File: src/verilog/glb_bus_pkg.sv
package glb_bus_pkg;

    localparam int ADDR_W = 16; // word address
    localparam int WORD_W = 16;

    // one request on the GLB port
    // held stable for the whole four-phase cycle
    typedef struct packed {
        logic [ADDR_W-1:0] addr;
        logic              we;    // 1 = write, 0 = read
        logic [WORD_W-1:0] wdata;
    } glb_req_t;

    // current owner of the shared GLB port
    typedef enum logic [1:0] {
        REQ_NONE,
        REQ_WEIGHT,
        REQ_OPSUM,
        REQ_IFMAP
    } requester_e;

endpackage
File: src/verilog/engine_cfg_pkg.sv
package engine_cfg_pkg;

    localparam int NUM_LANES  = 4;
    localparam int LANE_W     = $clog2(NUM_LANES);
    localparam int FIFO_DEPTH = 4;
    localparam int FIFO_PTR_W = $clog2(FIFO_DEPTH) + 1; // extra wrap bit
    localparam int DATA_W     = 16; // ifmap and opsum
    localparam int WGT_W      = 8;
    localparam int TILE_W     = 8;

    typedef enum logic [2:0] {
        PH_IDLE,
        PH_WEIGHT,
        PH_PREHEAT,
        PH_NORMAL,
        PH_DONE
    } engine_phase_e;

    typedef struct packed {
        logic [glb_bus_pkg::ADDR_W-1:0] weight_base;
        logic [glb_bus_pkg::ADDR_W-1:0] ifmap_base;
        logic [glb_bus_pkg::ADDR_W-1:0] opsum_base;
        logic [TILE_W-1:0]              tile_n;     // tiles in this pass
    } pass_cfg_t;

    typedef struct packed {
        logic [NUM_LANES-1:0][DATA_W-1:0] data;
        logic [NUM_LANES-1:0][WGT_W-1:0]  wgt;
    } pe_tile_t;

    typedef struct packed {
        logic [NUM_LANES-1:0][DATA_W-1:0] sum;
    } opsum_tile_t;

endpackage

File: src/verilog/token_engine.sv
`timescale 1ns/1ns

module token_engine import engine_cfg_pkg::*; import glb_bus_pkg::*; (
    input  logic        clk,
    input  logic        rst_n_i,
    input  logic        start_i,
    input  pass_cfg_t   cfg_i,
    output logic        pass_done_o,
    output logic        glb_req_o,
    output glb_req_t    glb_rq_o,
    input  logic        glb_ack_i,
    input  logic [WORD_W-1:0] glb_rdata_i,
    output logic        pe_valid_o,
    output pe_tile_t    pe_tile_o,
    input  logic        pe_ret_valid_i,
    input  opsum_tile_t opsum_i
);

    pass_cfg_t     cfg;
    engine_phase_e phase;
    logic          weight_done, preheat_done, loop_done;
    logic          wgt_req, wgt_ack, ifm_req, ifm_ack, opsum_req, opsum_ack;
    glb_req_t      wgt_rq, ifm_rq, opsum_rq;

    logic [NUM_LANES-1:0][WGT_W-1:0]  weights;
    logic [NUM_LANES-1:0]             push, lane_full, lane_empty;
    logic [DATA_W-1:0]                push_data;
    logic                             pop;
    logic [NUM_LANES-1:0][DATA_W-1:0] pop_data;

    pass_controller u_pass_controller (
        .clk(clk), .rst_n_i(rst_n_i), .start_i(start_i),
        .weight_done_i(weight_done), .preheat_done_i(preheat_done), .loop_done_i(loop_done),
        .cfg_i(cfg_i), .cfg_o(cfg), .phase_o(phase), .pass_done_o(pass_done_o)
    );

    weight_loader u_weight_loader (
        .clk(clk), .rst_n_i(rst_n_i), .phase_i(phase), .weight_base_i(cfg.weight_base),
        .req_o(wgt_req), .rq_o(wgt_rq), .ack_i(wgt_ack), .rdata_i(glb_rdata_i),
        .weights_o(weights), .done_o(weight_done)
    );

    ifmap_fetcher u_ifmap_fetcher (
        .clk(clk), .rst_n_i(rst_n_i), .phase_i(phase), .cfg_i(cfg), .lane_full_i(lane_full),
        .req_o(ifm_req), .rq_o(ifm_rq), .ack_i(ifm_ack), .rdata_i(glb_rdata_i),
        .push_o(push), .push_data_o(push_data), .preheat_done_o(preheat_done)
    );

    // FIFOs are emptied between passes
    lane_fifo_bank u_lane_fifo_bank (
        .clk(clk), .rst_n_i(rst_n_i), .clear_i(pass_done_o),
        .push_i(push), .push_data_i(push_data), .pop_i(pop),
        .full_o(lane_full), .empty_o(lane_empty), .pop_data_o(pop_data)
    );

    pe_issue_ctrl u_pe_issue_ctrl (
        .clk(clk), .rst_n_i(rst_n_i), .phase_i(phase), .tile_n_i(cfg.tile_n),
        .opsum_base_i(cfg.opsum_base), .empty_i(lane_empty), .pop_data_i(pop_data),
        .weights_i(weights), .pop_o(pop), .pe_valid_o(pe_valid_o), .pe_tile_o(pe_tile_o),
        .pe_ret_valid_i(pe_ret_valid_i), .opsum_i(opsum_i),
        .req_o(opsum_req), .rq_o(opsum_rq), .ack_i(opsum_ack), .loop_done_o(loop_done)
    );

    token_arbiter u_token_arbiter (
        .clk(clk), .rst_n_i(rst_n_i),
        .wgt_req_i(wgt_req), .wgt_rq_i(wgt_rq),
        .opsum_req_i(opsum_req), .opsum_rq_i(opsum_rq),
        .ifm_req_i(ifm_req), .ifm_rq_i(ifm_rq),
        .wgt_ack_o(wgt_ack), .opsum_ack_o(opsum_ack), .ifm_ack_o(ifm_ack),
        .glb_req_o(glb_req_o), .glb_rq_o(glb_rq_o), .glb_ack_i(glb_ack_i)
    );

endmodule

File: src/verilog/token_arbiter.sv
`timescale 1ns/1ns

module token_arbiter import glb_bus_pkg::*; (
    input  logic     clk,
    input  logic     rst_n_i,
    input  logic     wgt_req_i,
    input  glb_req_t wgt_rq_i,
    input  logic     opsum_req_i,
    input  glb_req_t opsum_rq_i,
    input  logic     ifm_req_i,
    input  glb_req_t ifm_rq_i,
    output logic     wgt_ack_o,
    output logic     opsum_ack_o,
    output logic     ifm_ack_o,
    output logic     glb_req_o,
    output glb_req_t glb_rq_o,
    input  logic     glb_ack_i
);

    requester_e owner_q;
    requester_e grant_d;
    logic       acked_q; // owner's ack already seen

    // fixed priority
    always_comb begin
        if (wgt_req_i) grant_d = REQ_WEIGHT;
        else if (opsum_req_i) grant_d = REQ_OPSUM;
        else if (ifm_req_i) grant_d = REQ_IFMAP;
        else grant_d = REQ_NONE;
    end

    always_ff @(posedge clk or negedge rst_n_i) begin
        if (!rst_n_i) begin
            owner_q <= REQ_NONE;
            acked_q <= 1'b0;
        end else if (owner_q == REQ_NONE) begin
            if (!glb_ack_i) owner_q <= grant_d;
        end else if (acked_q && !glb_ack_i) begin
            owner_q <= REQ_NONE; // four-phase cycle finished
            acked_q <= 1'b0;
        end else if (glb_ack_i) begin
            acked_q <= 1'b1;
        end
    end

    always_comb begin
        case (owner_q)
            REQ_WEIGHT: begin
                glb_req_o = wgt_req_i;
                glb_rq_o  = wgt_rq_i;
            end
            REQ_OPSUM: begin
                glb_req_o = opsum_req_i;
                glb_rq_o  = opsum_rq_i;
            end
            REQ_IFMAP: begin
                glb_req_o = ifm_req_i;
                glb_rq_o  = ifm_rq_i;
            end
            default: begin
                glb_req_o = 1'b0;
                glb_rq_o  = '0;
            end
        endcase
    end

    assign wgt_ack_o   = (owner_q == REQ_WEIGHT) && glb_ack_i;
    assign opsum_ack_o = (owner_q == REQ_OPSUM) && glb_ack_i;
    assign ifm_ack_o   = (owner_q == REQ_IFMAP) && glb_ack_i;

endmodule

File: src/verilog/pe_issue_ctrl.sv
`timescale 1ns/1ns

module pe_issue_ctrl import engine_cfg_pkg::*; import glb_bus_pkg::*; (
    input  logic                             clk,
    input  logic                             rst_n_i,
    input  engine_phase_e                    phase_i,
    input  logic [TILE_W-1:0]                tile_n_i,
    input  logic [ADDR_W-1:0]                opsum_base_i,
    input  logic [NUM_LANES-1:0]             empty_i,
    input  logic [NUM_LANES-1:0][DATA_W-1:0] pop_data_i,
    input  logic [NUM_LANES-1:0][WGT_W-1:0]  weights_i,
    output logic                             pop_o,
    output logic                             pe_valid_o,
    output pe_tile_t                         pe_tile_o,
    input  logic                             pe_ret_valid_i,
    input  opsum_tile_t                      opsum_i,
    output logic                             req_o,
    output glb_req_t                         rq_o,
    input  logic                             ack_i,
    output logic                             loop_done_o
);

    typedef enum logic [1:0] {
        IS_ISSUE,  // wait for a full tile in the FIFOs
        IS_WAIT,   // PE array busy
        IS_WRITE   // opsum write-back, one lane per handshake
    } issue_st_e;

    issue_st_e         st_q;
    logic [TILE_W-1:0] tile_cnt_q;
    logic [LANE_W-1:0] lane_q;
    logic              req_q;
    logic              done_q;
    logic              issue;
    opsum_tile_t       opsum_q;

    assign issue = (phase_i == PH_NORMAL) && st_q == IS_ISSUE && ~|empty_i
                   && tile_cnt_q < tile_n_i;

    always_ff @(posedge clk or negedge rst_n_i) begin
        if (!rst_n_i) begin
            st_q       <= IS_ISSUE;
            tile_cnt_q <= '0;
            lane_q     <= '0;
            req_q      <= 1'b0;
            done_q     <= 1'b0;
        end else begin
            if (phase_i == PH_IDLE) begin
                st_q       <= IS_ISSUE;
                tile_cnt_q <= '0;
            end else begin
                case (st_q)
                    IS_ISSUE: if (issue) st_q <= IS_WAIT;
                    IS_WAIT: begin
                        if (pe_ret_valid_i) begin
                            st_q   <= IS_WRITE;
                            lane_q <= '0;
                        end
                    end
                    IS_WRITE: begin
                        if (req_q && ack_i) begin
                            req_q  <= 1'b0;
                            lane_q <= lane_q + 1'b1;
                            if (lane_q == LANE_W'(NUM_LANES - 1)) begin
                                st_q       <= IS_ISSUE;
                                tile_cnt_q <= tile_cnt_q + 1'b1;
                            end
                        end else if (!req_q && !ack_i) begin
                            req_q <= 1'b1;
                        end
                    end
                    default: st_q <= IS_ISSUE;
                endcase
            end
            done_q <= (phase_i == PH_NORMAL) && st_q == IS_ISSUE && tile_cnt_q == tile_n_i
                      && !ack_i && !done_q;
        end
    end

    always_ff @(posedge clk) begin
        if (st_q == IS_WAIT && pe_ret_valid_i) begin
            opsum_q <= opsum_i;
        end
    end

    assign pop_o          = issue;
    assign pe_valid_o     = issue;
    assign pe_tile_o.data = pop_data_i; // FIFO heads
    assign pe_tile_o.wgt  = weights_i;

    assign req_o       = req_q;
    assign rq_o.addr   = opsum_base_i + ADDR_W'({tile_cnt_q, lane_q});
    assign rq_o.we     = 1'b1;
    assign rq_o.wdata  = opsum_q.sum[lane_q];
    assign loop_done_o = done_q;

endmodule

File: src/verilog/lane_fifo_bank.sv
`timescale 1ns/1ns

module lane_fifo_bank import engine_cfg_pkg::*; (
    input  logic                             clk,
    input  logic                             rst_n_i,
    input  logic                             clear_i,
    input  logic [NUM_LANES-1:0]             push_i,
    input  logic [DATA_W-1:0]                push_data_i,
    input  logic                             pop_i,       // pops every lane at once
    output logic [NUM_LANES-1:0]             full_o,
    output logic [NUM_LANES-1:0]             empty_o,
    output logic [NUM_LANES-1:0][DATA_W-1:0] pop_data_o
);

    for (genvar l = 0; l < NUM_LANES; l++) begin : g_lane
        logic [DATA_W-1:0]     mem [FIFO_DEPTH];
        logic [FIFO_PTR_W-1:0] wr_ptr_q;
        logic [FIFO_PTR_W-1:0] rd_ptr_q;

        always_ff @(posedge clk or negedge rst_n_i) begin
            if (!rst_n_i) begin
                wr_ptr_q <= '0;
                rd_ptr_q <= '0;
            end else if (clear_i) begin
                wr_ptr_q <= '0;
                rd_ptr_q <= '0;
            end else begin
                if (push_i[l]) wr_ptr_q <= wr_ptr_q + 1'b1;
                if (pop_i) rd_ptr_q <= rd_ptr_q + 1'b1;
            end
        end

        always_ff @(posedge clk) begin
            if (push_i[l]) begin
                mem[wr_ptr_q[FIFO_PTR_W-2:0]] <= push_data_i;
            end
        end

        // same index with opposite wrap bit means full
        assign full_o[l]     = (wr_ptr_q == {~rd_ptr_q[FIFO_PTR_W-1], rd_ptr_q[FIFO_PTR_W-2:0]});
        assign empty_o[l]    = (wr_ptr_q == rd_ptr_q);
        assign pop_data_o[l] = mem[rd_ptr_q[FIFO_PTR_W-2:0]];
    end

endmodule

File: src/verilog/ifmap_fetcher.sv
`timescale 1ns/1ns

module ifmap_fetcher import engine_cfg_pkg::*; import glb_bus_pkg::*; (
    input  logic                 clk,
    input  logic                 rst_n_i,
    input  engine_phase_e        phase_i,
    input  pass_cfg_t            cfg_i,
    input  logic [NUM_LANES-1:0] lane_full_i,
    output logic                 req_o,
    output glb_req_t             rq_o,
    input  logic                 ack_i,
    input  logic [WORD_W-1:0]    rdata_i,
    output logic [NUM_LANES-1:0] push_o,
    output logic [DATA_W-1:0]    push_data_o,
    output logic                 preheat_done_o
);

    // flat word index, tile in the upper bits and lane in the lower
    logic [TILE_W+LANE_W-1:0] idx_q;
    logic [TILE_W+LANE_W-1:0] limit;
    logic [TILE_W+LANE_W-1:0] pre_words;
    logic [TILE_W-1:0]        pre_tiles;
    logic [LANE_W-1:0]        lane;
    logic                     req_q;
    logic                     done_q;
    logic                     active;
    logic                     can_issue;

    assign lane      = idx_q[LANE_W-1:0];
    assign active    = (phase_i == PH_PREHEAT) || (phase_i == PH_NORMAL);
    assign pre_tiles = (cfg_i.tile_n < FIFO_DEPTH) ? cfg_i.tile_n : TILE_W'(FIFO_DEPTH);
    assign pre_words = {pre_tiles, {LANE_W{1'b0}}};
    assign limit     = (phase_i == PH_PREHEAT) ? pre_words : {cfg_i.tile_n, {LANE_W{1'b0}}};
    assign can_issue = active && !req_q && !ack_i && idx_q < limit && !lane_full_i[lane];

    always_ff @(posedge clk or negedge rst_n_i) begin
        if (!rst_n_i) begin
            idx_q  <= '0;
            req_q  <= 1'b0;
            done_q <= 1'b0;
        end else begin
            if (phase_i == PH_IDLE) begin
                idx_q <= '0;
            end else if (req_q && ack_i) begin
                req_q <= 1'b0;
                idx_q <= idx_q + 1'b1;
            end else if (can_issue) begin
                req_q <= 1'b1;
            end
            done_q <= (phase_i == PH_PREHEAT) && idx_q == pre_words && !req_q && !ack_i
                      && !done_q;
        end
    end

    // the read word goes straight into its lane on the ack cycle
    always_comb begin
        push_o = '0;
        if (req_q && ack_i) begin
            push_o[lane] = 1'b1;
        end
    end

    assign push_data_o    = rdata_i;
    assign req_o          = req_q;
    assign rq_o.addr      = cfg_i.ifmap_base + ADDR_W'(idx_q);
    assign rq_o.we        = 1'b0;
    assign rq_o.wdata     = '0;
    assign preheat_done_o = done_q;

endmodule

File: src/verilog/weight_loader.sv
`timescale 1ns/1ns

module weight_loader import engine_cfg_pkg::*; import glb_bus_pkg::*; (
    input  logic                            clk,
    input  logic                            rst_n_i,
    input  engine_phase_e                   phase_i,
    input  logic [ADDR_W-1:0]               weight_base_i,
    output logic                            req_o,
    output glb_req_t                        rq_o,
    input  logic                            ack_i,
    input  logic [WORD_W-1:0]               rdata_i,
    output logic [NUM_LANES-1:0][WGT_W-1:0] weights_o,
    output logic                            done_o
);

    logic [LANE_W:0]                 cnt_q;  // lanes loaded so far
    logic                            req_q;
    logic                            done_q;
    logic [NUM_LANES-1:0][WGT_W-1:0] weights_q;
    logic                            in_phase;

    assign in_phase = (phase_i == PH_WEIGHT);

    always_ff @(posedge clk or negedge rst_n_i) begin
        if (!rst_n_i) begin
            cnt_q  <= '0;
            req_q  <= 1'b0;
            done_q <= 1'b0;
        end else begin
            if (phase_i == PH_IDLE) begin
                cnt_q <= '0;
            end else if (in_phase && req_q && ack_i) begin
                req_q <= 1'b0;
                cnt_q <= cnt_q + 1'b1;
            end else if (in_phase && !req_q && !ack_i && cnt_q < NUM_LANES) begin
                req_q <= 1'b1;
            end
            // one cycle pulse once the last ack has fallen
            done_q <= in_phase && cnt_q == NUM_LANES && !req_q && !ack_i && !done_q;
        end
    end

    // weights stay put until the next weight phase
    always_ff @(posedge clk) begin
        if (in_phase && req_q && ack_i) begin
            weights_q[cnt_q[LANE_W-1:0]] <= rdata_i[WGT_W-1:0];
        end
    end

    assign req_o      = req_q;
    assign rq_o.addr  = weight_base_i + ADDR_W'(cnt_q);
    assign rq_o.we    = 1'b0;
    assign rq_o.wdata = '0;
    assign weights_o  = weights_q;
    assign done_o     = done_q;

endmodule

File: src/verilog/pass_controller.sv
`timescale 1ns/1ns

module pass_controller import engine_cfg_pkg::*; (
    input  logic          clk,
    input  logic          rst_n_i,
    input  logic          start_i,
    input  logic          weight_done_i,
    input  logic          preheat_done_i,
    input  logic          loop_done_i,
    input  pass_cfg_t     cfg_i,
    output pass_cfg_t     cfg_o,
    output engine_phase_e phase_o,
    output logic          pass_done_o
);

    engine_phase_e state_q;
    engine_phase_e state_d;
    pass_cfg_t     cfg_q;

    always_comb begin
        state_d = state_q;
        case (state_q)
            PH_IDLE:    if (start_i) state_d = PH_WEIGHT;
            PH_WEIGHT:  if (weight_done_i) state_d = PH_PREHEAT;
            PH_PREHEAT: if (preheat_done_i) state_d = PH_NORMAL;
            PH_NORMAL:  if (loop_done_i) state_d = PH_DONE;
            PH_DONE:    if (!start_i) state_d = PH_IDLE; // wait for start to drop
            default:    state_d = PH_IDLE;
        endcase
    end

    always_ff @(posedge clk or negedge rst_n_i) begin
        if (!rst_n_i) begin
            state_q <= PH_IDLE;
        end else begin
            state_q <= state_d;
        end
    end

    // config is sampled once per pass
    always_ff @(posedge clk) begin
        if (state_q == PH_IDLE && start_i) begin
            cfg_q <= cfg_i;
        end
    end

    assign cfg_o       = cfg_q;
    assign phase_o     = state_q;
    assign pass_done_o = (state_q == PH_DONE);

endmodule

File: config.mk
export PLATFORM = sky130hd
export DESIGN_NAME = token_engine
export DESIGN_NICKNAME = d
export VERILOG_FILES = /design/src/verilog/glb_bus_pkg.sv /design/src/verilog/engine_cfg_pkg.sv /design/src/verilog/token_engine.sv /design/src/verilog/token_arbiter.sv /design/src/verilog/pe_issue_ctrl.sv /design/src/verilog/lane_fifo_bank.sv /design/src/verilog/ifmap_fetcher.sv /design/src/verilog/weight_loader.sv /design/src/verilog/pass_controller.sv
export SDC_FILE = /design/constraint.sdc
export NUM_CORES = 1
export LEC_CHECK = 0
export BUFFER_PORTS_ARGS = -buffer_cell sky130_fd_sc_hd__buf_4
export CAP_MARGIN = 20
export CORE_MARGIN = 3
export CORE_UTILIZATION = 58
export DETAILED_ROUTE_END_ITERATION = 16
export GPL_TIMING_DRIVEN = 0
export PLACE_DENSITY = 0.8
export RECOVER_POWER = 25
export SLEW_MARGIN = 20
export SYNTH_ARGS = -nofsm -noshare
export SYNTH_HDL_FRONTEND = slang
export SYNTH_SLANG_ARGS = --single-unit
File: constraint.sdc
create_clock -name clk -period 5.1 [get_ports clk]
set_input_delay 0.51 -clock clk [delete_from_list [all_inputs] [get_ports clk]]
set_output_delay 0.51 -clock clk [all_outputs]
set_load 0.02 [all_outputs]
After elaboration in Yosys (flattened, before gate mapping). Memories as Yosys holds them, arrays and structs flattened. Cells that the tools add are included.

Input bits: 141. Memories kept: 4. Logic and storage cells: 252. Register bits: 213. Bits in writable memories: 256.

$lt $le $gt $ge: 9. Mux-type cells: 75. Reductions and logical operators: 76. Equality and inequality tests: 33. Add/subtract/negate cells: 15. Bitwise operators: 6.

Memory list: u_lane_fifo_bank.g_lane[0].mem (depth 4, width 16, rd ports 1, clocked after memory_dff 0, write ports 1, RTL line lane_fifo_bank.sv:16) `logic [DATA_W-1:0] mem [FIFO_DEPTH];`; u_lane_fifo_bank.g_lane[1].mem (depth 4, width 16, rd ports 1, clocked after memory_dff 0, write ports 1, RTL line lane_fifo_bank.sv:16); u_lane_fifo_bank.g_lane[2].mem (depth 4, width 16, rd ports 1, clocked after memory_dff 0, write ports 1, RTL line lane_fifo_bank.sv:16); u_lane_fifo_bank.g_lane[3].mem (depth 4, width 16, rd ports 1, clocked after memory_dff 0, write ports 1, RTL line lane_fifo_bank.sv:16).

Operator list (count): $pmux W33 S3 (1); $mux W3 (23); $mux W8 (6); $logic_and A1 B1 Y1 (34); $add A16 B10 Y16 (2); $bmux W16 S2 (1); $bwmux W32 (1); $reduce_bool A2 Y1 (16); $mux W10 (3); $add A3 B1 Y3 const B (9); $mux W2 (13); $eq A3 B3 Y1 (8); $mux W1 (18); $add A16 B3 Y16 (1); $demux W8 S2 (1); $mux W16 (1); $pmux W3 S5 (1); $logic_not A1 Y1 (12); $add A10 B1 Y10 const B (1); $eq A10 B10 Y1 (1); $lt A10 B10 Y1 (1); $lt A2 B3 Y1 const B (3); $add A8 B1 Y8 const B (1); $eq A2 B2 Y1 const B (4); 29 further kinds (52).

Logic depth before layout (Yosys ltp). Gate-level depths: netlist of the first run.

Depth in word-level cells: 8. Mapped depth: 12. Gate-level depth less buffers: 11.

By module. A second synthesis of the first run with hierarchy kept.

Cell total of the unflattened synthesis: 1367. Area total of the unflattened synthesis: 21907.3 um2.

By module, submodules not included: lane_fifo_bank (cells each 488, area an instance 10973.0 um2, instances 1); pe_issue_ctrl (cells each 362, area an instance 4560.6 um2, instances 1); pass_controller (cells each 71, area an instance 1859.3 um2, instances 1); ifmap_fetcher (cells each 220, area an instance 1836.8 um2, instances 1); weight_loader (cells each 127, area an instance 1774.2 um2, instances 1); token_arbiter (cells each 99, area an instance 903.4 um2, instances 1).

Worst setup path before layout of the first run. No wires, ideal clock.

Kind: input port to flip-flop. Start point: input pe_ret_valid_i. End point: register u_pe_issue_ctrl.lane_q[1]. Setup slack: 1.280 ns. Path buffers: 0. Library setup time: 0.122 ns. Arrival time: 3.698 ns. Stages: 5. Data required time: 4.978 ns. Path through: nand2_1 nor2_1 a21o_1 nand2_1 a32o_1.

Longest elaborated chain between the ends: 2.

Ends and longest elaborated chain: from (decl) (RTL line token_engine.sv:15) `input logic pe_ret_valid_i,`; $ne A2 B2 Y1 (no source line); $reduce_and A4 Y1 (no source line); to (signal assigned) (RTL line pe_issue_ctrl.sv:63) `lane_q <= lane_q + 1'b1;`; to (decl) (RTL line pe_issue_ctrl.sv:31) `logic [LANE_W-1:0] lane_q;`.

No other way between the ends. A chain may end at the register's enable or synchronous reset.

==> results.md, run 1 <==
* Status: complete, no violations
* Post-detailed-route count of antenna-violating nets at 0
* Ant diodes at 0
* Netlist cell types at 67
* Clock Path Buffers at 3
* CP max stage delay at 0.54 ns
* Tot GR Track Use at 0.250
* Fin Hold WS at 0.0182 ns
* DP HPWL at 31000 µm
* Die area at about 37000 µm²
* Total CTS buffers at 48
* Startpoint class of the critical path: register
* Worst EP required at ~4.6 ns
* Setup crit start: u_ifmap_fetcher.idx_q[0]$_DFFE_PN0P_
* Clock-pin slew on the worst setup and hold paths at 0.06 ns
* Final Critical Period at between 3 and 4 ns
* GRT Residual Overflow at 0
* Hold Crit Class: input pin to async pin
* Skew-Pair Late Insertion Delay at 0.57 ns
* CP Max Fanout at 10
* Setup crit end: glb_rq_o[25]
* Worst R2R Setup Slack at 2.00 ns
* Skew final at 0.0170 ns
* Drt via density at 5.85
* Vias in the first global route at roughly 12000
* # setup viols final at 0
* DR pass1 iterations at 7
* Post-synth EDFFs at 408
* Max-slew headroom at 0.368
* Initial Util at 0.594
* Routed vias at 11800
* CTS resizes at 0
* Leak at 9.01 nW
* Area leader, netlist: edfxtp_1
* Core Area at 33800 µm²
* FMAX at 0.257 GHz
* WS Path Type: register to primary output
* Async S/R FF share, synth at 0.130
* Primary FF master, synth: edfxtp_1
* Fin. Hold Viols at 0
* MaxCap Viol Count at 0
* Slew Limit Fails at 0
* Share of cells above drive strength 1 at 0.272
* Area grow syn2layout at 20.3%
* Worst Path Arrival at 3.38 ns
* Largest net degree at the start of global routing at 62
* Clock Tree Root: clkbuf_16
* # rows at between 60 and 70
* DR iter-0 viols at 769
* Buffers on Ports at 272
* IO Pins at 273
* Post-CTS Setup Bufs at 0
* CP max-delay cell: dfrtp_1
* CP Capture Type: primary output
* Period utilization at 0.764
* Max H-tree Level at 2
* Residual DRC at 0
* TritonCTS clock tree: done
* #FFs+latches synth at 469
* Layout Utilization at 0.714
* Routed wire per std cell at 22.4 µm
* GP Congestion at 0.890
* Pwr/cell area at approximately 380 nW/µm²
* R2R cell count at 6
* Worst slew pin tran at between 0.9 and 1 ns
* Reg2reg end: u_lane_fifo_bank.g_lane[3].mem[0][0]$_DFFE_PP_
* Initial antenna violation count at 1
* Drt total wl at 45000 µm
* VDD IR max at 0.326 mV
* Worst-path cell chain: ha_1 -> fa_1 -> a211oi_1 -> nor2_1 -> o21a_1 -> o41a_1 -> xnor2_1 -> o21ai_0 -> buf_4
* Count leader, synth: edfxtp_1
* Global-route wire length before repair at 69000 µm
* Post-synth top cells: edfxtp_1, ha_1, nor2_1, mux4_2, nand2_1
* Hold_buf cts at 0
* RSZ-0062 raised after global routing: false
* Mapped Area at 20100 µm²
* Ys Warns at 0
* Syn nets at 1415
* Seq/Total Area, Yosys at 0.687
* Clk sinks at 469
* Chip height at 192 µm
* Synth top area cells: edfxtp_1, dfrtp_1, mux4_2, ha_1, xnor2_1
* Fin nets at ~1700
* Fillcell total at 2167
* Top cell type's share of synthesized area at 0.611
* Crit Reg-Reg Startpoint: u_token_arbiter.owner_q[1]$_DFFE_PN0P_
* Mean post-synth cell area at 16.7 µm²
* Mapped Cells at around 1200
* Setup TNS at 0 ns
* Die width at 192 µm
* Final std cells w/o fill at 2011
* # placed instances at 1924
[worst min-delay path by stage]
stage                                                         end  slack (ns)                                                from  depth (start not counted)
2_1_floorplan                u_ifmap_fetcher.idx_q[0]$_DFFE_PN0P_        0.21                                             rst_n_i                          0
3_3_place_gp                  u_token_arbiter.acked_q$_DFFE_PN0P_        0.48                 u_token_arbiter.acked_q$_DFFE_PN0P_                          2
3_5_place_dp   u_lane_fifo_bank.g_lane[3].rd_ptr_q[2]$_DFFE_PN0P_        0.50  u_lane_fifo_bank.g_lane[3].rd_ptr_q[2]$_DFFE_PN0P_                          1
4_1_cts        u_lane_fifo_bank.g_lane[2].rd_ptr_q[1]$_DFFE_PN0P_        0.04                                             rst_n_i                          1
5_1_grt        u_lane_fifo_bank.g_lane[3].rd_ptr_q[1]$_DFFE_PN0P_        0.07                                             rst_n_i                          1
6_report       u_lane_fifo_bank.g_lane[3].rd_ptr_q[1]$_DFFE_PN0P_        0.02                                             rst_n_i                          1
[flip-flops by register name, indices dropped and copies added (netlist names)]
register and flops:
u_weight_loader.weights_o 32, u_lane_fifo_bank.g_lane.mem 256, u_ifmap_fetcher.req_o 1, u_lane_fifo_bank.g_lane.rd_ptr_q 12, u_pe_issue_ctrl.loop_done_o 1, u_pass_controller.cfg_o 56, u_ifmap_fetcher.preheat_done_o 1, u_pe_issue_ctrl.st_q 2
u_weight_loader.cnt_q 3, u_token_arbiter.owner_q 2, u_weight_loader.done_o 1, u_weight_loader.req_o 1, u_pe_issue_ctrl.tile_cnt_q 8, u_token_arbiter.acked_q 1, u_lane_fifo_bank.g_lane.wr_ptr_q 12, u_pass_controller.phase_o 3
u_pe_issue_ctrl.lane_q 2, u_pe_issue_ctrl.opsum_q 64, u_ifmap_fetcher.idx_q 10, u_pe_issue_ctrl.req_o 1
[placed cells by master, fill, tap and decap left out, types with 4 or more instances in the layout]
| master | instances |
|---|---|
| edfxtp_1 | 408 |
| buf_4 | 142 |
| clkbuf_4 | 112 |
| ha_1 | 69 |
| nor2_1 | 68 |
| mux4_2 | 67 |
| nand2_1 | 66 |
| dfrtp_1 | 61 |
| clkbuf_1 | 55 |
| clkbuf_16 | 48 |
| xnor2_1 | 46 |
| a21oi_1 | 40 |
| o21ai_0 | 36 |
| inv_1 | 31 |
| xor2_1 | 30 |
| and3_1 | 29 |
| and2_1 | 20 |
| nand3_1 | 19 |
| nand4_1 | 16 |
| nor3_1 | 16 |
| mux4_1 | 13 |
| buf_6 | 12 |
| a211oi_1 | 11 |
| clkinv_2 | 11 |
| clkinv_1 | 9 |
| a21o_1 | 8 |
| buf_2 | 7 |
| nor2b_1 | 7 |
| o211ai_1 | 7 |
| nand2b_1 | 6 |
| nor4_1 | 6 |
| mux2i_1 | 6 |
| a22oi_1 | 5 |
| nor3b_1 | 4 |
| o31ai_1 | 4 |
| bufinv_16 | 4 |
[critical path, delay by kind of cell (launching register included)]
kind / cells / cell delay, ns
xor gates and xnor gates: 1 / 0.25
DFF: 1 / 0.54
adders and majority gates: 2 / 0.75
and+or+nand+nor: 1 / 0.12
AOI/OAI and AO/OA: 4 / 0.99
buffers and inverters: 1 / 0.18
[cells by family (layout without fill, tap and decap cells)]
group                    count (synthesis)  in the layout  share of synthesized area
buffers and inverters                   78            439                     0.0203
adder cells (fa/ha/maj)                 72             72                     0.0460
AND/OR/NAND/NOR                        275            275                     0.0696
multiplexers                            88             88                     0.0964
AO/OA/AOI/OAI                          142            142                     0.0459
XOR/XNOR                                78             78                     0.0348
flip-flops                             469            469                      0.687
[area by class of cell]
| cell class | instances | area, µm² | area share |
|---|---|---|---|
| multi-input cells | 655 | 5880 | 0.244 |
| repair buffers | 274 | 2010 | 0.0835 |
| clock buffers | 60 | 1250 | 0.0516 |
| inverters | 32 | 120 | 0.00498 |
| clock inverters | 27 | 243 | 0.0101 |
| well taps | 448 | 561 | 0.0232 |
| plain buffers | 46 | 288 | 0.0119 |
| flip-flops and latches | 469 | 13800 | 0.571 |
[routing by layer]
metal | GRT usage | vias to the layer above | share of wire
li1 | - | 5331 | -
met5 | 0 | - | 0.00029
met4 | 0.0779 | 2 | 0.027
met1 | 0.319 | 5885 | 0.38
met3 | 0.0593 | 83 | 0.077
met2 | 0.429 | 460 | 0.51
[power breakdown]
part | internal (mW) | switching [mW] | total, mW
clock network | 1.93 | 1.39 | 3.33
registers | 4.34 | 0.105 | 4.45
logic | 0.525 | 0.869 | 1.39
total | 6.80 | 2.37 | 9.16
[per-stage QoR]
| stage | total power, mW | area (µm²) | setup WS, ns |
|---|---|---|---|
| 4_1_cts | 9.25 | 24200 | 1.21 |
| 6_report | 9.16 | 24100 | 1.21 |
| 3_3_place_gp | 5.89 | 22700 | 0.344 |
| 3_5_place_dp | 5.92 | 22700 | 1.84 |
| 2_1_floorplan | 5.30 | 20100 | 1.28 |
| 5_1_grt | 9.54 | 24100 | 1.09 |
No activity file was read; power rests on OpenSTA's default activity.
==> run 2: changes to the inputs <==
clock period = 3.9 ns   (was 5.1 ns; I/O delays follow)
==> run 2 against run 1 <==
  * Total power increased by 33%
  * Combinational power increased by 44%
  * Hold slack improved by 0.045 ns
  * Critical path type unchanged
  * Sequential power increased by 31%
  * Global-route usage increased by 2.7 points
  * Flip-flop and latch count unchanged
  * Final cell count increased by 6.0%
  * Critical path depth unchanged
  * Cell area increased by 5.0%
==> results.md, run 2 (same netlist as run 1, synthesis figures left out) <==
* Tot GR Track Use at 0.278 (+0.0271)
* Skew-Pair Late Insertion Delay at 0.58 ns (about the same)
* Die area at 36800 µm² (unchanged)
* WS Path Type: register to primary output
* Initial antenna violation count at 2 (+1)
* Startpoint class of the critical path: register
* Drt via density at 5.93 (+1.4%)
* Pwr Total at 12.2 mW (+33%)
* CP Capture Type: primary output
* Status: complete, no violations
* Area grow syn2layout at 26.3%
* IO Pins at 273 (unchanged)
* Post-detailed-route count of antenna-violating nets at 0 (unchanged)
* Global-route wire length before repair at 76300 µm (+11%)
* RSZ-0062 raised after global routing: false
* Share of cells above drive strength 1 at 0.254 (-0.0175)
* Clock Tree Root: clkbuf_16
* Period utilization at 0.952
* Buffers on Ports at 272 (unchanged)
* Pwr/cell area at 482 nW/µm² (+27%)
* Commonest non-fill, non-tap cell in the layout: edfxtp_1
* CP Max Fanout at 10 (unchanged)
* Clock Path Buffers at 3 (unchanged)
* Total CTS buffers at 48 (unchanged)
* Slew Limit Fails at 0 (unchanged)
* DR iter-0 viols at 873 (+14%)
* FMAX at 0.269 GHz
* GRT Residual Overflow at 0 (unchanged)
* Core Area at 33800 µm² (unchanged)
* Final Critical Period at 3.71 ns
* Fin. Hold Viols at 0 (unchanged)
* Post-CTS Setup Bufs at 0 (unchanged)
* Hold Crit Class: input pin to register
* Drt total wl at 50000 µm (+11%)
* Max H-tree Level at 2 (unchanged)
* Final worst slack at 0.187 ns (-1.02 ns)
* DR pass1 iterations at 5 (-2)
* # rows at 67 (unchanged)
* Skew final at 0.0219 ns (+0.00489 ns)
* Chip height at 192 µm (unchanged)
* Fin nets at 1858 (+6.8%)
* Largest register FFs at 256 (unchanged)
* Routed vias at 12600 (+7.5%)
* Leak at 9.54 nW (+5.8%)
* Largest net degree at the start of global routing at 62 (unchanged)
* DP HPWL at 31000 µm (unchanged)
* Most frequent cells in the layout: edfxtp_1, buf_4, dlygate4sd3_1
* Worst slew pin tran at 1.08 ns (+0.132 ns)
* VDD IR max at 0.410 mV (+26%)
* Clock-pin slew on the worst setup and hold paths at 0.06 ns (about the same)
* Max-slew headroom at 0.281 (-0.0877)
* TritonCTS clock tree: done
* Vias in the first global route at 13200 (+8.4%)
* Routed wire per std cell at 23.4 µm (+4.8%)
* Clk sinks at 469 (unchanged)
* Worst Path Arrival at 3.32 ns (-0.06 ns)
* Residual DRC at 0 (unchanged)
* Worst EP required at 3.51 ns (-1.08 ns)
* # setup viols final at 0 (unchanged)
* Pre-CTS setup slack at 0.757 ns (-1.08 ns)
* MaxCap Viol Count at 0 (unchanged)
* GP Congestion at 0.890 (unchanged)
* Die width at 192 µm (unchanged)
* Initial Util at 0.594 (unchanged)
run 2: cell types whose count changed in the layout (fill, tap and decap cells not counted):
cell	before	now
buf_4	142	256
dfrtp_1	61	60
dfrtp_2	0	1
clkbuf_4	112	0
clkbuf_1	55	53
dlygate4sd3_1	0	119
diode_2	0	1
run 2: per-layer routing:
metal  GRT usage  vias to the layer above  wire length [µm]
met5           0                        -                20
met4      0.0996                        2              1750
met3      0.0652                      124              3860
met2       0.482                      601             25900
met1       0.342                     6348             18400
li1            -                     5567                 -
run 2: metrics by stage:
| stage | setup TNS (ns) | util | area [µm²] | hold WS, ns | instances |
|---|---|---|---|---|---|
| after floorplan | 0 | - | 20100 | 0.0944 | 1202 |
| after global placement | -48.72 | 0.671 | 22700 | 0.478 | 1922 |
| after detailed placement | 0 | 0.672 | 22700 | 0.504 | 1924 |
| after CTS | 0 | 0.752 | 25400 | 0.00111 | 2130 |
| after global routing | 0 | 0.750 | 25300 | 0.0566 | 2131 |
| final | 0 | 0.750 | 25300 | 0.0627 | 2131 |
run 2: worst max-delay path: stages, from the launching register on:
cell and delay [ns]:
dfrtp_2 0.50, ha_1 0.26, fa_1 0.44, a211oi_1 0.32, nor2_1 0.12, o21a_1 0.20, o41a_1 0.33, xnor2_1 0.17
o21ai_0 0.24, buf_4 0.19
run 2: repair_timing:
| item | 4_1_cts | 5_1_grt |
|---|---|---|
| hold buffers | 119 | 0 |
| setup endpoints to repair | 0 | 1 |
| resized for setup | 0 | 1 |
| endpoints found under the hold margin | 179 | 0 |
run 2: where the power goes:
part | leakage (nW) | switching [mW] | internal, mW
Sequential | 4.50 | 0.142 | 5.68
Combinational | 4.31 | 1.23 | 0.771
Clock | 0.735 | 1.86 | 2.53
Total | 9.54 | 3.22 | 8.98
run 2: area by class of cell:
| type | count | area, µm² |
|---|---|---|
| Sequential cell | 469 | 13800 |
| Fill cell | 1946 | 8450 |
| Multi-Input combinational cell | 655 | 5880 |
| Timing Repair Buffer | 393 | 3210 |
| Clock buffer | 60 | 1250 |
| Tap cell | 448 | 561 |
| Buffer | 46 | 288 |
| Clock inverter | 27 | 243 |
| Inverter | 32 | 120 |
| Antenna cell | 1 | 2.50 |
run 2: worst paths after layout:
check / startpoint / to / slack (ns) / cells past startpoint
max: u_ifmap_fetcher.idx_q[0]$_DFFE_PN0P_ / glb_rq_o[25] / 0.19 / 9
min: start_i / u_pass_controller.phase_o[2]$_DFFE_PN0P_ / 0.06 / 3
max reg2reg: u_token_arbiter.owner_q[1]$_DFFE_PN0P_ / u_lane_fifo_bank.g_lane[3].mem[0][8]$_DFFE_PP_ / 0.80 / 6
min reg2reg: u_lane_fifo_bank.g_lane[3].rd_ptr_q[2]$_DFFE_PN0P_ / u_lane_fifo_bank.g_lane[3].rd_ptr_q[2]$_DFFE_PN0P_ / 0.51 / 1
max in group asynchronous: rst_n_i / u_ifmap_fetcher.idx_q[0]$_DFFE_PN0P_ / 2.81 / 2
min in group asynchronous: rst_n_i / u_lane_fifo_bank.g_lane[3].rd_ptr_q[1]$_DFFE_PN0P_ / 0.48 / 2
==> run 3: changes to the inputs <==
BUFFER_PORTS_ARGS = default   (was -buffer_cell sky130_fd_sc_hd__buf_4)
CORE_ASPECT_RATIO = 1.75   (was default)
CORE_UTILIZATION = 60   (was 58)
DONT_BUFFER_PORTS = 1   (was default)
PLACE_DENSITY = 0.76   (was 0.8)
==> run 3 against run 2 <==
  * The run now ends with capacitance limit, slew limit left
  * Largest power group unchanged
  * Maximum frequency rose by 0.41%
  * Die area shrank 3.0%
  * Critical path depth is 1 lower
  * Critical endpoint is now glb_rq_o[29]
  * Via count is 11% lower
  * Global-route usage shrank 1.7 points
  * Critical path type unchanged
  * Highest routed layer is now met4
  * Flip-flop and latch count did not move
  * Hold slack got worse by 0.032 ns
  * Cell area decreased by 7.7%
  * Clock skew is 0.0054 ns lower
  * Sequential power hardly changed
  * First-iteration DRC count shrank 25%
==> results.md, run 3 (same netlist as run 1, synthesis figures left out) <==
* Routed vias at 11300 (-11%)
* Failing checks: capacitance limit, slew limit
* Flop pwr share at 0.509 (+0.032)
* Worst EP required at 3.51 ns (about the same)
* GRT Residual Overflow at 0 (unchanged)
* Vias in the first global route at 11800 (-10%)
* # placed instances at 1609 (-16%)
* TritonCTS clock tree: done
* DP HPWL at 30100 µm (-3.1%)
* DR WL met2 at 25900 µm (about the same)
* CP Max Fanout at 10 (unchanged)
* Max H-tree Level at 2 (unchanged)
* CP top delay family: compound AO/OA/AOI/OAI gates
* VDD IR max at 0.379 mV (-7.5%)
* Final Critical Period at 3.70 ns (-0.0151 ns)
* Skew final at 0.0166 ns (-0.00536 ns)
* GP Congestion at 0.953 (+7.1%)
* CP Capture Type: primary output
* Hold Crit Class: input pin to register
* Area grow syn2layout at 16.6%
* Period utilization at 0.948 (-0.00386)
* Clock Path Buffers at 3 (unchanged)
* Tot GR Track Use at 0.261 (-0.0165)
* Die area at 35700 µm² (-3.0%)
* Worst-path cell chain: ha_1 -> fa_1 -> a211oi_1 -> o21ai_0 -> a21oi_1 -> nor3_1 -> xnor2_1 -> o211ai_1
* Pwr/cell area at 492 nW/µm² (+2.1%)
* Core Area at 32900 µm² (-2.6%)
* Largest register FFs at 256 (unchanged)
* Clock network fraction of design power at 0.356 (-0.004)
* Fin Hold WS at 0.0304 ns (-0.0323 ns)
* Clk sinks at 469 (unchanged)
* Largest net degree at the start of global routing at 62 (unchanged)
* Top sig layer: met4
* Post-CTS Setup Bufs at 0 (unchanged)
* Buf/Inv on CP at 0 (-1)
* DR pass1 iterations at 5 (unchanged)
* Fin nets at 1599 (-14%)
* Setup TNS at 0 ns (unchanged)
* Initial Util at 0.609 (+0.0155)
* Share of cells above drive strength 1 at 0.121 (-0.133)
* Global-route wire length before repair at 69700 µm (-8.6%)
* Die width at 144 µm (-25%)
* IO Pins at 273 (unchanged)
* Skew-Pair Late Insertion Delay at 0.56 ns (-0.02 ns)
* Post-detailed-route count of antenna-violating nets at 0 (unchanged)
* # rows at 88 (+31%)
* WL met1 at 15400 µm (-16%)
* MaxCap Viol Count at 1 (+1)
* Slew Limit Fails at 62 (+62)
* Worst hold stages at 3 (unchanged)
* Drt via density at 6.19 (+4.4%)
* Worst R2R Setup Slack at 0.82 ns (+0.02 ns)
* Metal3 WL at 2500 µm (-35%)
* Hold wc startpoint: glb_ack_i
* Routed wire per std cell at 25.4 µm (+8.2%)
* Worst slew pin tran at 2.95 ns (+1.87 ns)
* Setup crit start: u_ifmap_fetcher.idx_q[0]$_DFFE_PN0P_
* Leak at 8.31 nW (-13%)
* Clock-pin slew on the worst setup and hold paths at 0.07 ns (about the same)
* Final std cells w/o fill at 1823 (-14%)
* Residual DRC at 0 (unchanged)
* Initial antenna violation count at 6 (+4)
* R2R cell count at 6 (unchanged)
* CP max stage delay at 0.55 ns (+0.05 ns)
* Drt total wl at 46200 µm (-7.4%)
* Most frequent cells in the layout: edfxtp_1, dlygate4sd3_1, ha_1
* Cell Int Power at 8.49 mW (-5.5%)
* Buffers on Ports at 0 (-100%)
* Reg2reg end: u_lane_fifo_bank.g_lane[0].mem[2][3]$_DFFE_PP_
* Sw Share at 0.262 (-0.00232)
* WS Path Type: register to primary output
* Total CTS buffers at 40 (-17%)
* CP max-delay cell: dfrtp_1
* Commonest non-fill, non-tap cell in the layout: edfxtp_1
* Hold Path Sink: u_token_arbiter.owner_q[1]$_DFFE_PN0P_
* Worst Path Arrival at 3.31 ns (about the same)
* Clock Tree Root: clkbuf_16
* DR iter-0 viols at 654 (-25%)
* Max-slew headroom at -0.968 (-1.25)
* Startpoint class of the critical path: register
* RSZ-0062 raised after global routing: false
* # setup viols final at 0 (unchanged)
* FMAX at 0.270 GHz (+0.41%)
* Chip height at 248 µm (+29%)
* Fin. Hold Viols at 0 (unchanged)
* Status: complete, but fails checks
* Combinational Power Share at 0.135 (-0.029)
* Sw power at 3.01 mW (-6.6%)
* Crit Reg-Reg Startpoint: u_token_arbiter.owner_q[1]$_DFFE_PN0P_
run 3: cell types whose count changed in the layout (fill, tap and decap cells not counted), sizes merged:
cell	previous run	this run
clkdlybuf4s25	0	1
diode	1	2
bufinv	4	5
clkinv	22	15
dlygate4sd3	119	139
clkbuf	101	74
inv	33	34
buf	278	23
run 3: power by group through the flow:
stage | clock, mW | sequential [mW] | combinational (mW)
2_1_floorplan | 0 | 5.91 | 1.02
3_3_place_gp | 0 | 5.96 | 1.33
3_5_place_dp | 0 | 5.96 | 1.37
4_1_cts | 4.13 | 5.85 | 1.56
5_1_grt | 4.32 | 5.86 | 1.69
6_report | 4.09 | 5.85 | 1.56
run 3: cell type report:
class	instances	area, µm²
Tap cell	405	507
Buffer	46	280
Sequential cell	469	13800
Inverter	32	120
Antenna cell	2	5.00
Multi-Input combinational cell	655	5890
Clock inverter	22	267
Fill cell	2031	9540
Clock buffer	50	1080
Timing Repair Buffer	142	1460
run 3: per-stage QoR:
step | util | instance area (µm²) | power, mW | worst slack, ns
final | 0.710 | 23400 | 11.5 | 0.202
after global routing | 0.710 | 23400 | 11.9 | 0.0240
after CTS | 0.711 | 23400 | 11.5 | 0.123
after detailed placement | 0.627 | 20600 | 7.33 | 0.552
after global placement | 0.625 | 20600 | 7.29 | -0.590
after floorplan | - | 20100 | 6.93 | 0.200
run 3: per-layer routing:
layer	up-vias	track usage
met3	122	0.0440
met4	0	0.117
li1	5036	-
met2	446	0.486
met5	-	0
met1	5684	0.287
run 3: worst min-delay path, stage by stage:
cell and delay (ns):
nor3_1 0.02, o21ai_0 0.05, o21ai_0 0.07
run 3: timing repair:
item / 4_1_cts / 5_1_grt
hold endpoints to repair: 472 / 0
pin swaps: 0 / 0
setup endpoints to repair: 1 / 2
hold buffers: 140 / 0
resized for setup: 1 / 2
cloned: 0 / 0
run 3: how the worst max path moves through the flow:
stage,to,slack [ns],cells past startpoint
finish,glb_rq_o[29],0.20,8
global route,glb_rq_o[29],0.02,8
CTS,glb_rq_o[27],0.12,8
detailed placement,glb_rq_o[25],0.55,8
global placement,u_pe_issue_ctrl.lane_q[1]$_DFFE_PN0P_,-0.59,5
floorplan,u_pe_issue_ctrl.lane_q[1]$_DFFE_PN0P_,0.20,5
